--- src/bf_defs.svh ---
`ifndef BF_DEFS_SVH
`define BF_DEFS_SVH

// widths and sizes shared by the whole combiner

// one real or imaginary sample, signed
`define BF_SAMPLE_W 16

// one part of a complex weight, signed Q1.7
`define BF_WEIGHT_W 8

// fraction bits of the weight format
// products are scaled back by this amount
`define BF_FRAC_W 7

// complex samples carried per beat and channel
`define BF_LANES 8

// antenna channels summed into one beam
// the final divide is a shift by log2 of this
`define BF_CHANNELS 4

`endif

--- src/bf_pkg.sv ---
`include "bf_defs.svh"

package bf_pkg;

    // one signed sample, real or imaginary
    typedef logic signed [`BF_SAMPLE_W-1:0] sample_t;

    // complex sample, re sits in the upper half
    typedef struct packed {
        sample_t re;
        sample_t im;
    } cplx_sample_t;

    // complex weight in Q1.7
    // 0x40 is 0.5, 0x80 is -1.0
    typedef struct packed {
        logic signed [`BF_WEIGHT_W-1:0] re;
        logic signed [`BF_WEIGHT_W-1:0] im;
    } cplx_weight_t;

    // all lanes of one channel in one beat
    typedef cplx_sample_t [`BF_LANES-1:0] lane_vec_t;

    // input beat, every channel plus the last flag
    typedef struct packed {
        lane_vec_t [`BF_CHANNELS-1:0] chan;
        logic                         last;
    } beam_in_t;

    // combined output beat
    typedef struct packed {
        lane_vec_t lanes;
        logic      last;
    } beam_out_t;

    // one weight per channel
    typedef cplx_weight_t [`BF_CHANNELS-1:0] weight_set_t;

endpackage

--- src/bf_channel_summer.sv ---
`include "bf_defs.svh"

module bf_channel_summer import bf_pkg::*; (
    input  logic                         clock,
    input  logic                         resetn,
    input  logic                         advance,
    input  logic                         stage_valid,
    input  logic                         stage_last,
    input  lane_vec_t [`BF_CHANNELS-1:0] channels,
    output beam_out_t                    out_data,
    output logic                         out_valid
);

    // divide by the channel count is a right shift
    localparam int DIV_SHIFT = $clog2(`BF_CHANNELS);
    // guard bits so the four-way sum cannot wrap
    localparam int SUM_W = `BF_SAMPLE_W + DIV_SHIFT;
    // half of the divisor, for round half up
    localparam logic signed [SUM_W-1:0] ROUND_HALF = 1 << (DIV_SHIFT - 1);

    // averaged lanes before the output register
    lane_vec_t avg;

    // per lane, per part: sum, round, shift
    // the mean of in-range values stays in range, so no clamp
    always_comb begin
        logic signed [SUM_W-1:0] re_acc;
        logic signed [SUM_W-1:0] im_acc;
        for (int lane = 0; lane < `BF_LANES; lane++) begin
            re_acc = '0;
            im_acc = '0;
            // operands sign-extend into the guard bits
            for (int ch = 0; ch < `BF_CHANNELS; ch++) begin
                re_acc = re_acc + channels[ch][lane].re;
                im_acc = im_acc + channels[ch][lane].im;
            end
            re_acc = re_acc + ROUND_HALF;
            im_acc = im_acc + ROUND_HALF;
            // dropping the low bits is the arithmetic shift
            avg[lane].re = re_acc[SUM_W-1:DIV_SHIFT];
            avg[lane].im = im_acc[SUM_W-1:DIV_SHIFT];
        end
    end

    // output valid follows stage one on every advance
    always_ff @(posedge clock) begin
        if (!resetn) begin
            out_valid <= 1'b0;
        end else if (advance) begin
            out_valid <= stage_valid;
        end
    end

    // output payload, held stable while the sink stalls
    always_ff @(posedge clock) begin
        if (advance) begin
            out_data.lanes <= avg;
            out_data.last  <= stage_last;
        end
    end

endmodule

--- config.mk ---
export PLATFORM = sky130hd
export DESIGN_NAME = bf_channel_summer
export DESIGN_NICKNAME = d
export VERILOG_FILES = /design/src/bf_pkg.sv /design/src/bf_channel_summer.sv
export VERILOG_INCLUDE_DIRS = /design/src
export SDC_FILE = /design/constraint.sdc
export NUM_CORES = 2
export LEC_CHECK = 0
export BUFFER_PORTS_ARGS = -buffer_cell sky130_fd_sc_hd__buf_2
export CORE_AREA = 4 4 504 506
export CTS_BUF_LIST = sky130_fd_sc_hd__clkbuf_8
export CTS_CLUSTER_DIAMETER = 50
export CTS_CLUSTER_SIZE = 16
export DETAILED_ROUTE_END_ITERATION = 16
export DIE_AREA = 0 0 508 510
export PLACE_DENSITY_LB_ADDON = 0.25
export SLEW_MARGIN = 10
export SYNTH_ARGS = -nofsm -noshare
export SYNTH_HDL_FRONTEND = slang
export SYNTH_SLANG_ARGS = --single-unit
--- constraint.sdc ---
create_clock -name clock -period 3.3 [get_ports clock]
set_input_delay 0.33 -clock clock [delete_from_list [all_inputs] [get_ports clock]]
set_output_delay 0.33 -clock clock [all_outputs]
set_load 0.02 [all_outputs]
==> metrics.md <==
| Metric | Value |
|---|---|
| Outcome | completed |
| Crit end category | flop |
| Routability Congestion | 0.918 |
| Skew-Pair Late Insertion Delay | 750 ps |
| H-tree levels | 3 |
| IO Pins | roughly 1300 |
| Post-DP HPWL | 145000 um |
| Std cell rows | 184 |
| Die height | 510 um |
| Max Fclk | 327 MHz |
| GR Util All Layers | a little under an eighth |
| Switching Share | between 40% and 50% |
| Design Area, Final | roughly 49000 sq um |
| Synthesized area | 33700 sq um |
| Cell Area, Placed | 46900 sq um |
| Clock Power Share | 14.9% |
| Flip-flop and latch count after synthesis | 258 |
| CTS tree | done |
| Reg power frac | 21.8% |
| Switching Power | 14000 uW |
| Residual DRC | 0 |
| Grt total ovfl | 0 |
| DR vias/cell | 3.33 |
| Startpoint Class | input pin |
| Wirelength per Cell | approximately 18 um |
| Util after Layout | 19.4% |
| Syn. warnings | 0 |
| Number of synthesized flops with an enable pin | roughly 260 |
| Num CTS Buffers | 69 |
| Comb power frac | between 60% and 70% |
| P_leak | 0.0266 uW |
| Worst Max-Slew Pin Slew | 845 ps |
| Post-CTS setup repair buffer count | 0 |
| Clock Tree Buf Depth | 3 |
| RSZ-0062 raised after global routing | false |
| Critical path start-end classification | in -> reg |
| Seq/Total Area, Yosys | 22.9% |
| Die X-Extent | 508 um |
| Yosys cell types | 76 |
| Clk_skew | 0 ps |
| CTS sink cnt | 258 |
| Worst path required time | 3790 ps |
| Synth Flop Type | edfxtp_1 |
| Max-cap violations | 0 |
| Async set-reset flop share out of synthesis | 0% |
| Final setup viols | 0 |
| Fin. Hold Viols | 0 |
| CP max FO | 4 |
| First-pass GRT wire length | approximately 220000 um |
| Die ar. | approximately 260000 sq um |
| Worst Hold Class | in -> reg |
| Fin crit share | 92.8% |
| Overall Power | 30700 uW |
| Initial antenna violation count | 77 |
| PortBufs | 1286 |
| WP data arrival | about 3600 ps |
| ANT nets after route | 0 |
| Fin. max-slew vios | 0 |
| Initial core utilization | 13.5% |
| Synthesized area per cell | approximately 9.5 sq um |
| DR iter-0 viols | 1041 |
| Core footprint | 250000 sq um |
| Final Net Count | 7055 |
| Total nets after synthesis | 5380 |
| Clock transition at path regs | 60 ps |
| Pin count of the biggest net entering global routing | 62 |
| Vias in the first global route | 31600 |
| Crit path time final | roughly 3000 ps |
| VDD IR max | about 0.00023 V |
| Root Driver | clkbuf_8 |
| Post-Route WL | 158000 um |
| Area Overhead vs Synth | 44.0% |
| DR vias | between 20000 and 30000 |
| Share of cells above drive strength 1 | approximately a third |
| Relative slew slack | 43.7% |
| PwrDens | 632 nW/um^2 |
| Mapped Cells | around 3600 |
| TritonRoute pass-1 iters | 5 |
| Int Pwr | around 17000 uW |
metrics by stage:
| step | hold WS (ps) | worst slack [ps] | cells | TNS [ps] |
|---|---|---|---|---|
| after global routing | 96.3 | 60.9 | 8654 | 0 |
| after floorplan | 429 | -61.8 | 3567 | -61.8 |
| final | 147 | 238 | 8670 | 0 |
| after CTS | 3.19 | 338 | 8644 | 0 |
| after detailed placement | 514 | -607 | 8505 | -32060 |
| after global placement | 496 | -608 | 8505 | -31760 |
repair_timing:
action / 4_1_cts / 5_1_grt
hold buffers: 14 / 0
endpoints found under the hold margin: 15 / 0
gates resized for setup: 0 / 0
routing by layer:
metal  vias up  part of all wire, %  GRT usage [%]
met1     13700                   39           13.5
met2       939                   47           19.7
met3       207                   11           5.28
li1      14000                    -              -
met4        44                  3.4           4.17
met5         -                 0.19              0
layout by cell type (no fill, tap or decap), types with 6 or more instances in the layout:
master         netlist  routed
inv_1             1514    1522
buf_2                0    1285
fa_1               512     512
buf_4                0     291
ha_1               272     268
edfxtp_1           257     257
xnor2_1            144     144
a21oi_1            132     128
nor2_1             113     113
a21o_1              81      81
xor2_1              70      70
clkbuf_8             0      70
nand2_1             62      62
nor3_1              47      47
o21a_1              42      42
o21ai_0             41      41
diode_2              0      26
and3_1              26      26
a31oi_1             24      24
nand3_1             17      17
nor2b_1             16      16
buf_12               0      15
dlygate4sd3_1        0      14
o211ai_1            12      12
and2_1              12      12
clkinv_2             0      12
nand4_1             11      11
clkinv_1             0      11
nand2b_1            10      10
a211oi_1            10       9
o21bai_1             8       8
nand4b_1             8       8
clkinvlp_4           0       8
and3b_1              7       7
or3_1                6       6
bufinv_16            0       6
power groups by stage:
stage                     sequential [uW]  combinational, uW  clock (uW)
after detailed placement             6780              19900           0
after floorplan                      8550               8930           0
after global placement               6800              19900           0
after CTS                            6800              20100        4930
final                                6690              19400        4570
after global routing                 6890              21800        5020
registers in the layout, summed over array words and instances, names as in the netlist:
register / cells
out_data: 257
out_valid: 1
path summary, 6_finish.rpt:
path	depth (start not counted)	endpoint	start	slack (ps)
max	12	out_data[176]	channels[162]	240
min reg2reg	3	out_valid	out_valid	1080
max reg2reg	3	out_valid	out_valid	2150
min	1	out_data[66]	advance	150
synthesized netlist by cell type (5+ instances only):
cell type / n / area (sq um)
o21bai_1: 8 / 60.1
and2_1: 12 / 75.1
o211ai_1: 12 / 90.1
a221oi_1: 5 / 43.8
inv_1: 1514 / 5680
o21ai_1: 5 / 25.0
nor2b_1: 16 / 100
edfxtp_1: 257 / 7720
fa_1: 512 / 10200
nand4b_1: 8 / 70.1
nand2b_1: 10 / 62.6
a31oi_1: 24 / 150
a21oi_1: 132 / 661
a221o_1: 5 / 50.1
nand2_1: 62 / 233
nand4_1: 11 / 68.8
o21a_1: 42 / 315
nor2_1: 113 / 424
xnor2_1: 144 / 1260
a211oi_1: 10 / 75.1
o2111ai_1: 5 / 43.8
o21ai_0: 41 / 205
nand3_1: 17 / 85.1
or2_2: 5 / 31.3
and3b_1: 7 / 61.3
or3_1: 6 / 37.5
a21o_1: 81 / 608
nor3_1: 47 / 235
xor2_1: 70 / 613
and3_1: 26 / 163
ha_1: 272 / 3400
a21boi_1: 5 / 37.5
critical path: stages:
cell and delay [ps]:
buf_2 80, inv_1 40, fa_1 580, fa_1 620, inv_1 70, ha_1 300, a21oi_1 330, a21oi_1 200
o211ai_1 360, nand3_1 190, a221oi_1 310, xnor2_1 120
area by class of cell:
type	instances	area [sq um]
Antenna cell	26	65.1
Clock buffer	70	963
Clock inverter	55	467
Fill cell	28200	201000
Inverter	1514	5680
Multi-Input combinational cell	1793	20400
Sequential cell	258	7740
Tap cell	3348	4190
Timing Repair Buffer	1606	9070
cells by family (layout without fill, tap and decap cells):
family | count (synthesis) | count (layout) | synth area share (%)
other | 0 | 26 | 0
adder cells (fa/ha/maj) | 784 | 784 | 40.5
AND/OR/NAND/NOR | 355 | 355 | 5.23
XOR/XNOR | 214 | 214 | 5.56
AO/OA/AOI/OAI | 439 | 439 | 8.92
flip-flops | 258 | 258 | 22.9
buffers and inverters | 1516 | 3245 | 16.9
multiplexers | 1 | 1 | 0.0297
Power figures use the tool's default switching activity.
